File: src/design/clint_pkg.sv
package clint_pkg;

  // Bus and register widths
  localparam int addr_w  = 16;
  localparam int data_w  = 32;
  localparam int mtime_w = 64;
  localparam int msip_w  = 1;

  // Register map for a single hart
  localparam logic [addr_w-1:0] addr_msip        = 16'h0000;
  localparam logic [addr_w-1:0] addr_mtimecmp_lo = 16'h4000;
  localparam logic [addr_w-1:0] addr_mtimecmp_hi = 16'h4004;
  localparam logic [addr_w-1:0] addr_mtime_lo    = 16'hBFF8;
  localparam logic [addr_w-1:0] addr_mtime_hi    = 16'hBFFC;

  // Flops between the rtc_clk pin and the edge detector
  localparam int rtc_sync_stages = 2;

  // Request from the APB master
  typedef struct packed {
    logic              psel;
    logic              penable;
    logic              pwrite;
    logic [addr_w-1:0] paddr;
    logic [data_w-1:0] pwdata;
  } apb_req_t;

  // Response back to the master
  typedef struct packed {
    logic [data_w-1:0] prdata;
    logic              pready;
    logic              pslverr;
  } apb_rsp_t;

  // Register selected by the decoded address
  typedef enum logic [2:0] {
    REG_NONE,
    REG_MSIP,
    REG_MTIMECMP_LO,
    REG_MTIMECMP_HI,
    REG_MTIME_LO,
    REG_MTIME_HI
  } reg_sel_e;

  // Half-word write command towards the compare register
  typedef struct packed {
    logic              wr_lo;
    logic              wr_hi;
    logic [data_w-1:0] wdata;
  } cmp_wr_t;

endpackage

File: src/design/clint_apb_ctrl.sv
`timescale 1ns/1ps

module clint_apb_ctrl (
  input  logic                           clk,
  input  logic                           rst_n,
  input  clint_pkg::apb_req_t            apb_req,
  output clint_pkg::apb_rsp_t            apb_rsp,
  input  logic [clint_pkg::mtime_w-1:0]  mtime,
  input  logic [clint_pkg::mtime_w-1:0]  mtimecmp,
  output clint_pkg::cmp_wr_t             cmp_wr,
  output logic                           soft_irq
);

  logic                           access;
  logic                           wr_access;
  logic                           rd_access;
  clint_pkg::reg_sel_e            reg_sel;
  logic [clint_pkg::msip_w-1:0]   msip;
  logic [clint_pkg::data_w-1:0]   rdata;

  // Every access completes in the cycle where psel and penable are both set
  assign access    = apb_req.psel && apb_req.penable;
  assign wr_access = access && apb_req.pwrite;
  assign rd_access = access && !apb_req.pwrite;

  // Address decode shared by the write steering and the read mux
  always_comb begin
    case (apb_req.paddr)
      clint_pkg::addr_msip:        reg_sel = clint_pkg::REG_MSIP;
      clint_pkg::addr_mtimecmp_lo: reg_sel = clint_pkg::REG_MTIMECMP_LO;
      clint_pkg::addr_mtimecmp_hi: reg_sel = clint_pkg::REG_MTIMECMP_HI;
      clint_pkg::addr_mtime_lo:    reg_sel = clint_pkg::REG_MTIME_LO;
      clint_pkg::addr_mtime_hi:    reg_sel = clint_pkg::REG_MTIME_HI;
      default:                     reg_sel = clint_pkg::REG_NONE;
    endcase
  end

  // Software interrupt pending bit
  always_ff @(posedge clk) begin
    if (!rst_n) begin
      msip <= '0;
    end else if (wr_access && reg_sel == clint_pkg::REG_MSIP) begin
      msip <= apb_req.pwdata[clint_pkg::msip_w-1:0];
    end
  end

  // The interrupt line lags msip by one cycle
  always_ff @(posedge clk) begin
    if (!rst_n) begin
      soft_irq <= 1'b0;
    end else begin
      soft_irq <= msip[0];
    end
  end

  // Only the compare register halves take writes because mtime is read-only
  always_comb begin
    cmp_wr.wr_lo = wr_access && (reg_sel == clint_pkg::REG_MTIMECMP_LO);
    cmp_wr.wr_hi = wr_access && (reg_sel == clint_pkg::REG_MTIMECMP_HI);
    cmp_wr.wdata = apb_req.pwdata;
  end

  // Read data is zero outside a read access and for unmapped addresses
  always_comb begin
    rdata = '0;
    if (rd_access) begin
      case (reg_sel)
        clint_pkg::REG_MSIP: begin
          rdata = {{(clint_pkg::data_w - clint_pkg::msip_w){1'b0}}, msip};
        end
        clint_pkg::REG_MTIMECMP_LO: begin
          rdata = mtimecmp[clint_pkg::data_w-1:0];
        end
        clint_pkg::REG_MTIMECMP_HI: begin
          rdata = mtimecmp[clint_pkg::mtime_w-1:clint_pkg::data_w];
        end
        clint_pkg::REG_MTIME_LO: begin
          rdata = mtime[clint_pkg::data_w-1:0];
        end
        clint_pkg::REG_MTIME_HI: begin
          rdata = mtime[clint_pkg::mtime_w-1:clint_pkg::data_w];
        end
        default: begin
          rdata = '0;
        end
      endcase
    end
  end

  // No wait states and no error responses
  always_comb begin
    apb_rsp.prdata  = rdata;
    apb_rsp.pready  = 1'b1;
    apb_rsp.pslverr = 1'b0;
  end

endmodule

File: src/design/clint_mtime.sv
`timescale 1ns/1ps

module clint_mtime (
  input  logic                          clk,
  input  logic                          rst_n,
  input  logic                          rtc_clk,
  output logic [clint_pkg::mtime_w-1:0] mtime
);

  logic [clint_pkg::rtc_sync_stages-1:0] rtc_sync;
  logic                                  rtc_dly;
  logic                                  rtc_rise;

  // rtc_clk is asynchronous to clk, so bring it in through a flop chain
  always_ff @(posedge clk) begin
    if (!rst_n) begin
      rtc_sync <= '0;
    end else begin
      rtc_sync <= {rtc_sync[clint_pkg::rtc_sync_stages-2:0], rtc_clk};
    end
  end

  // One extra flop holds the previous synchronized level
  always_ff @(posedge clk) begin
    if (!rst_n) begin
      rtc_dly <= 1'b0;
    end else begin
      rtc_dly <= rtc_sync[clint_pkg::rtc_sync_stages-1];
    end
  end

  // Single-cycle pulse per rising edge of rtc_clk
  assign rtc_rise = rtc_sync[clint_pkg::rtc_sync_stages-1] && !rtc_dly;

  // Free-running counter that wraps from all ones back to zero
  always_ff @(posedge clk) begin
    if (!rst_n) begin
      mtime <= '0;
    end else if (rtc_rise) begin
      mtime <= mtime + 1'b1;
    end
  end

endmodule

File: src/design/clint_timer_cmp.sv
`timescale 1ns/1ps

module clint_timer_cmp (
  input  logic                          clk,
  input  logic                          rst_n,
  input  clint_pkg::cmp_wr_t            cmp_wr,
  input  logic [clint_pkg::mtime_w-1:0] mtime,
  output logic [clint_pkg::mtime_w-1:0] mtimecmp,
  output logic                          timer_irq
);

  logic cmp_hit;

  // Resetting to all ones keeps the timer interrupt off until software
  // programs a real deadline
  always_ff @(posedge clk) begin
    if (!rst_n) begin
      mtimecmp <= '1;
    end else begin
      if (cmp_wr.wr_lo) begin
        mtimecmp[clint_pkg::data_w-1:0] <= cmp_wr.wdata;
      end
      if (cmp_wr.wr_hi) begin
        mtimecmp[clint_pkg::mtime_w-1:clint_pkg::data_w] <= cmp_wr.wdata;
      end
    end
  end

  // Unsigned 64-bit compare
  assign cmp_hit = (mtime >= mtimecmp);

  // Registered so the interrupt follows the compare by exactly one cycle
  always_ff @(posedge clk) begin
    if (!rst_n) begin
      timer_irq <= 1'b0;
    end else begin
      timer_irq <= cmp_hit;
    end
  end

endmodule

File: src/design/clint_top.sv
`timescale 1ns/1ps

module clint_top (
  input  logic                clk,
  input  logic                rst_n,
  input  logic                rtc_clk,
  input  clint_pkg::apb_req_t apb_req,
  output clint_pkg::apb_rsp_t apb_rsp,
  output logic                timer_irq,
  output logic                soft_irq
);

  logic [clint_pkg::mtime_w-1:0] mtime;
  logic [clint_pkg::mtime_w-1:0] mtimecmp;
  clint_pkg::cmp_wr_t            cmp_wr;

  // Bus decode, msip and the read mux
  clint_apb_ctrl u_apb_ctrl (
    .clk      (clk),
    .rst_n    (rst_n),
    .apb_req  (apb_req),
    .apb_rsp  (apb_rsp),
    .mtime    (mtime),
    .mtimecmp (mtimecmp),
    .cmp_wr   (cmp_wr),
    .soft_irq (soft_irq)
  );

  // Time base driven by the slow real-time clock
  clint_mtime u_mtime (
    .clk     (clk),
    .rst_n   (rst_n),
    .rtc_clk (rtc_clk),
    .mtime   (mtime)
  );

  // Deadline register and timer interrupt
  clint_timer_cmp u_timer_cmp (
    .clk       (clk),
    .rst_n     (rst_n),
    .cmp_wr    (cmp_wr),
    .mtime     (mtime),
    .mtimecmp  (mtimecmp),
    .timer_irq (timer_irq)
  );

endmodule

File: config.mk
export PLATFORM = sky130hd
export DESIGN_NAME = clint_top
export DESIGN_NICKNAME = d
export VERILOG_FILES = /design/src/design/clint_pkg.sv /design/src/design/clint_apb_ctrl.sv /design/src/design/clint_mtime.sv /design/src/design/clint_timer_cmp.sv /design/src/design/clint_top.sv
export SDC_FILE = /design/constraint.sdc
export NUM_CORES = 1
export LEC_CHECK = 0
export BUFFER_PORTS_ARGS = -buffer_cell sky130_fd_sc_hd__buf_4
export CORE_MARGIN = 3
export CORE_UTILIZATION = 33
export CTS_CLUSTER_SIZE = 14
export DETAILED_ROUTE_END_ITERATION = 12
export GPL_TIMING_DRIVEN = 0
export PLACE_DENSITY_LB_ADDON = 0.2
export SLEW_MARGIN = 30
export SYNTH_ARGS = -nofsm -noshare
export SYNTH_HDL_FRONTEND = slang
export SYNTH_HIERARCHICAL = 1
export SYNTH_SLANG_ARGS = --single-unit
File: constraint.sdc
create_clock -name clk -period 3.1 [get_ports clk]
set_clock_uncertainty 0.2 [all_clocks]
set_input_delay 0 -clock clk [delete_from_list [all_inputs] [get_ports clk]]
set_output_delay 0 -clock clk [all_outputs]
set_load 0.02 [all_outputs]
==> impl_metrics.yaml, run 1 <==
run_status:
  status: "finished clean"
yosys:
  yosysSeqAreaShare_pct: 31.4
  yosysWarnings: 6
  synth_flop_cell: "dfxtp_1"
  syn_nets: 1128
  synth-seq-cells: 134
  postSynthAreaPerCell_sq_um: 8.47
  syn_inst: 1009
  synth_edf_count: 0
  syn_area_sq_um: 8550
  synth-async-reset-ratio_pct: 0
  yosysUniqueCellTypes: 61
drt:
  met2_wirelength_um: 14300
  met3_length_um: 1600
  via_per_inst: 5.61
  maxUsedRoutingLayer: "met4"
  drc: 0
  antenna_left: 0
  wl_per_cell_um: 20.9
  drt_iter0_drc: 647
  drt-total-wl_um: 30600
  dr.pass1.iters: 7
  met1Wirelength_um: 14100
  vias: 8206
worst_setup_path:
  crit_chain: "buf_4 -> or4_4 -> nor4_4 -> buf_6 -> and4_1 -> clkbuf_1 -> clkbuf_1 -> o211ai_1"
  crit_end: "u_timer_cmp/mtimecmp[21]"
  crit_arrival_ps: 3040
  worstReg2RegStart: "u_mtime/mtime[26]"
  worst_setup_path_end_kind: "flop"
  r2r_end: "u_timer_cmp/timer_irq"
  crit_top_cell: "clkbuf_1"
  path_buf_inv: 4
  required_ps: 3180
  r2r_cells: 7
  cp_slowest_cell: "clkbuf_1"
  path_delay_family: "buffers and inverters"
  cp_max_fo: 10
  r2r_slack_ps: 240
  cp.depth: 8
  worst_setup_path_start_kind: "primary input"
  max_stage_delay_ps: 630
  worstSetupPathType: "in2reg"
  crit_start: "apb_req[42]"
global_routing:
  globalRouteOverflowTotal: 0
  grt_first_pass_wirelength_um: 46700
  antenna_found_initial: 0
  grtUsageTotal_pct: 21.4
  grt_max_degree: 17
  grt_pass1_vias: 8017
place:
  gp_congestion: 0.863
  portBuffers: 56
  hpwl_um: 22700
pwr:
  p_total_mw: 4.28
  vdd_ir_drop_max_v: 0.000272
  p_per_area_nw_per_um2: 411
  leakage_nw: 4.35
flow_run:
  drv_cap: 0
die:
  coreArea_sq_um: 25300
  initial_core_util_pct: 33.7
  die-area_sq_um: 27900
  die_w_um: 167
  io-pin-count: 90
  num_rows: 58
  die_h_um: 167
finish:
  area_growth_syn_to_layout_pct: 21.9
  postLayoutCoreUtil_pct: 41.1
  nets: 1238
  drive_gt1_share_pct: 17.4
  antenna_cells_inserted: 0
timing:
  rsz0062_at_grt: "false"
  whs_ps: 122
  tightest_slew_ps: 913
  fin_crit_sh_pct: 95.5
  finalCriticalPeriod_ps: 2960
  hold_violations: 0
  drv_slew: 0
  setup_tns_ps: 0
  clock.fmax_mhz: 338
  relSlewSlack_pct: 38.6
  final-setup-viol-count: 0
cts:
  clkLatencyLatePin_ps: 430
  cts_tree: "built"
  clkSlewWorstSetupHoldPaths_ps: 60
  cts.sinks: 134
  cts_max_level: 4
  cts_buffer_depth: 2
  numCtsBuffers: 17
  root_buffer: "clkbuf_16"
worst_hold_path:
  min_path_type: "in2reg"
[stage by stage]
| stage | cells | worst slack, ps | cell area [sq um] |
|---|---|---|---|
| final | 1462 | 139 | 10400 |
| after global routing | 1462 | 22.0 | 10400 |
| after CTS | 1463 | 32.7 | 10400 |
| after detailed placement | 1395 | -485 | 9380 |
| after global placement | 1395 | -466 | 9380 |
| after floorplan | 1009 | 733 | 8550 |
[tightest hold or removal path: stages]
cell and delay, ps:
buf_4 120, and4_1 340, o211ai_1 240
[registers in the layout, indices dropped and copies added, names as in the netlist]
register / flops
u_apb_ctrl/msip: 1
u_apb_ctrl/soft_irq: 1
u_mtime/mtime: 64
u_mtime/rtc_dly: 1
u_mtime/rtc_sync: 2
u_timer_cmp/mtimecmp: 64
u_timer_cmp/timer_irq: 1
[power by group]
part,leakage [nW],internal [mW],switching [mW]
sequential,1.08,1.72,0.00255
clock,0.325,1.55,0.822
combinational,2.94,0.0894,0.0953
total,4.35,3.36,0.920
[worst min path at each step]
| stage | start | endpoint | slack (ps) | cells past startpoint |
|---|---|---|---|---|
| final | apb_req[48] | u_timer_cmp/mtimecmp[51] | 120 | 3 |
| after global routing | apb_req[48] | u_timer_cmp/mtimecmp[51] | 130 | 3 |
| after CTS | rtc_clk | u_mtime/rtc_sync[0] | 120 | 3 |
| after detailed placement | rtc_clk | u_mtime/rtc_sync[0] | 20 | 2 |
| after global placement | rtc_clk | u_mtime/rtc_sync[0] | 10 | 2 |
| after floorplan | rst_n | u_apb_ctrl/msip | -80 | 1 |
[final cells by class]
cell class              count  area [sq um]
fillers                  2573         14900
plain buffers              87           518
well taps                 330           413
clock buffers              19           453
repair buffers             92           781
inverters                  73           274
multi-input cells         714          5070
clock inverters            13           226
flip-flops and latches    134          2680
[cells by family after synthesis]
| group | share of synthesized area (%) |
|---|---|
| AOI/OAI and AO/OA | 24.4 |
| xor gates and xnor gates | 2.56 |
| adders and majority gates | 9.52 |
| buffers and inverters | 9.27 |
| DFF | 31.4 |
| muxes | 0.498 |
| other | 0.0879 |
| and+or+nand+nor | 22.3 |
[cell usage in the layout, fill, tap and decap left out, types with 32 or more instances in the layout]
master / Yosys / layout
o211ai_1: 65 / 65
dlygate4sd3_1: 0 / 36
nand2_1: 106 / 106
nand3_1: 35 / 35
a22oi_1: 64 / 64
nor2_1: 45 / 45
ha_1: 65 / 65
nand4_1: 32 / 32
buf_4: 39 / 95
inv_1: 73 / 73
dfxtp_1: 134 / 134
a21oi_1: 55 / 55
[metal layers]
metal	vias up	global-route usage, %
li1	3941	-
met1	3975	29.8
met2	250	34.9
met3	40	3.18
met4	0	5.74
met5	-	0
[cell usage after synthesis (all sizes together) (2+ instances only)]
master | number | area (sq um)
buf | 55 | 390
a21oi | 56 | 284
nand4bb | 2 | 22.5
a22oi | 64 | 480
or3 | 18 | 113
a2111o | 2 | 22.5
o21ai | 23 | 115
o31ai | 15 | 113
xnor2 | 14 | 123
conb | 2 | 7.51
mux2 | 2 | 22.5
ha | 65 | 813
or4 | 19 | 154
a221oi | 2 | 17.5
and2 | 7 | 43.8
nor2 | 45 | 169
o211ai | 65 | 488
a21o | 8 | 60.1
nand2 | 106 | 398
nor2b | 2 | 12.5
o21a | 3 | 22.5
or4b | 2 | 20.0
mux2i | 2 | 20.0
nand4 | 37 | 263
and3 | 10 | 63.8
a211oi | 33 | 383
o21bai | 2 | 15.0
nand3 | 36 | 185
inv | 73 | 274
nand2b | 3 | 18.8
dfxtp | 134 | 2680
and4 | 7 | 61.3
a221o | 4 | 40.0
xor2 | 11 | 96.3
clkbuf | 33 | 128
nor3 | 15 | 85.1
or2 | 3 | 18.8
nand3b | 4 | 30.0
o31a | 2 | 17.5
nor4 | 17 | 224
[timing repair]
action                                  4_1_cts  5_1_grt
resized for setup                             1        4
setup buffers                                 0        0
endpoints found under the setup margin        7       23
endpoints found under the hold margin        72        0
gates cloned                                  0        0
hold buffers                                 36        0
Power figures use the tool's default switching activity.
==> inputs of run 2 (changes only) <==
- CORE_UTILIZATION: 33 -> 60
==> run 2 against run 1 <==
Critical path depth is the same. Combinational power grew 2%. Largest power group unchanged. The run now ends with negative setup slack left. Largest cell class unchanged. Die area shrank 44%. First-iteration DRC count grew 66%. Maximum frequency shrank 6.2%.
==> impl_metrics.yaml, run 2 (synthesis results as in run 1) <==
global_routing:
  grtUsageTotal_pct: 34.8
  grt_pass1_vias: 8288
  globalRouteOverflowTotal: 0
  grt_max_degree: 17
  grt_first_pass_wirelength_um: 43900
  antenna_found_initial: 1
cts:
  cts_buffer_depth: 2
  root_buffer: "clkbuf_16"
  cts_tree: "built"
  post_cts_buffers: 0
  cts_max_level: 4
  numCtsBuffers: 17
  cts.sinks: 134
  clkSlewWorstSetupHoldPaths_ps: 60
  clkLatencyLatePin_ps: 430
finish:
  antenna_cells_inserted: 0
  reg_top3: "u_mtime/mtime (64), u_timer_cmp/mtimecmp (64), u_mtime/rtc_sync (2)"
  seq_area_sq_um: 2680
  nets: 1241
  fin_area_sq_um: 10200
  final_common_cell: "dfxtp_1"
  fillers: 1028
  postLayoutCoreUtil_pct: 75.1
  multi_input_area_sq_um: 5070
  instances_no_fill: 1311
  final_cell_mix: "134 x dfxtp_1, 106 x nand2_1, 95 x buf_4"
  drive_gt1_share_pct: 17.0
  area_growth_syn_to_layout_pct: 19.1
drt:
  drt_iter0_drc: 1071
  dr.pass1.iters: 7
  via_per_inst: 6.62
  wl_per_cell_um: 21.4
  antenna_left: 0
  drc: 0
  vias: 8680
  drt-total-wl_um: 28000
pwr:
  p_sw_mw: 0.864
  pwr-share-comb_pct: 4.7
  power.share.clock_pct: 52.0
  pwr-share-seq_pct: 43.3
  p_int_mw: 3.13
  p_sw_share_pct: 21.6
  leakage_nw: 4.33
  p_total_mw: 3.99
  vdd_ir_drop_max_v: 0.000376
  p_per_area_nw_per_um2: 392
worst_setup_path:
  worst_setup_path_end_kind: "flop"
  crit_arrival_ps: 3220
  r2r_slack_ps: 310
  r2r_cells: 7
  r2r_end: "u_timer_cmp/timer_irq"
  worstReg2RegStart: "u_mtime/mtime[26]"
  required_ps: 3160
  cp_max_fo: 10
  worst_setup_path_start_kind: "primary input"
  worstSetupPathType: "in2reg"
timing:
  drv_slew: 0
  fin_ws_ps: -56.8
  fin_crit_sh_pct: 102
  finalCriticalPeriod_ps: 3160
  final-setup-viol-count: 8
  relSlewSlack_pct: 30.3
  clock.fmax_mhz: 317
  hold_violations: 0
  rsz0062_at_grt: "false"
  tightest_slew_ps: 1050
run_status:
  status: "finished with violations"
  violations: "negative setup slack"
place:
  placed_cell_area_sq_um: 9190
  portBuffers: 56
  dpl.cell_count: 1241
  hpwl_um: 19700
  gp_congestion: 0.992
die:
  die_h_um: 125
  die_w_um: 125
  coreArea_sq_um: 13600
  io-pin-count: 90
  initial_core_util_pct: 63.0
  num_rows: 42
  die-area_sq_um: 15700
worst_hold_path:
  hold_depth: 5
  min-delay-start: "apb_req[32]"
  min_to: "u_apb_ctrl/msip"
  min_path_type: "in2reg"
flow_run:
  drv_cap: 0
==> run 2: cell count changes in the layout (fill, tap and decap cells not counted), sizes merged <==
cell,change
dlygate4sd3,+2
bufinv,-4
clkbuf,+7
clkinvlp,-2
==> run 2: how the worst max path moves through the flow <==
stage,startpoint,endpoint,slack (ps),cells past startpoint
6_report,apb_req[42],u_timer_cmp/mtimecmp[47],-60,8
5_1_grt,apb_req[42],u_timer_cmp/mtimecmp[48],3,8
4_1_cts,apb_req[42],u_timer_cmp/mtimecmp[45],110,9
3_5_place_dp,apb_req[42],u_timer_cmp/mtimecmp[47],-320,8
3_3_place_gp,apb_req[42],u_timer_cmp/mtimecmp[45],-310,9
2_1_floorplan,apb_req[42],u_timer_cmp/mtimecmp[10],730,7
==> run 2: cell type report <==
cell class | instances | area share (%)
Clock inverter | 7 | 0.898
Sequential cell | 134 | 26.4
Multi-Input combinational cell | 714 | 49.8
Inverter | 73 | 2.69
Clock buffer | 25 | 5.07
Buffer | 88 | 5.10
Tap cell | 176 | 2.16
Timing Repair Buffer | 94 | 7.87
==> run 2: through the flow <==
stage                     hold slack [ps]  setup WS [ps]  TNS (ps)
final                                44.8          -56.8      -296
after detailed placement             25.5           -324    -10750
after floorplan                     -82.4            733         0
after CTS                            27.1            111         0
after global routing                 67.1           3.18         0
after global placement               20.4           -306     -9540
==> run 2: power groups by stage <==
stage | Clock, mW | Sequential (mW) | Combinational [mW]
floorplan | 0 | 1.76 | 0.0862
global placement | 0 | 1.76 | 0.143
detailed placement | 0 | 1.76 | 0.146
CTS | 2.08 | 1.73 | 0.183
global route | 2.15 | 1.73 | 0.199
finish | 2.07 | 1.73 | 0.189
==> run 2: critical path, cell delays in order <==
cell	delay (ps)
buf_4	110
or4_4	590
nor4_4	550
buf_2	360
and4_1	220
clkbuf_1	560
clkbuf_1	620
o211ai_1	200
==> run 2: what timing repair did <==
item / in CTS / in global routing
hold buffers: 38 / 0
hold endpoints to repair: 72 / 0
gates resized for setup: 0 / 2
endpoints found under the setup margin: 0 / 10
==> run 2: routing by layer <==
| layer | share of wire, % | vias up | wire length (um) | global-route usage, % |
|---|---|---|---|---|
| met1 | 40 | 4070 | 11200 | 45.4 |
| met3 | 11 | 109 | 3120 | 8.70 |
| met2 | 44 | 547 | 12400 | 53.7 |
| met5 | 0 | - | 0 | 0 |
| li1 | - | 3954 | - | - |
| met4 | 4.6 | 0 | 1290 | 18.0 |
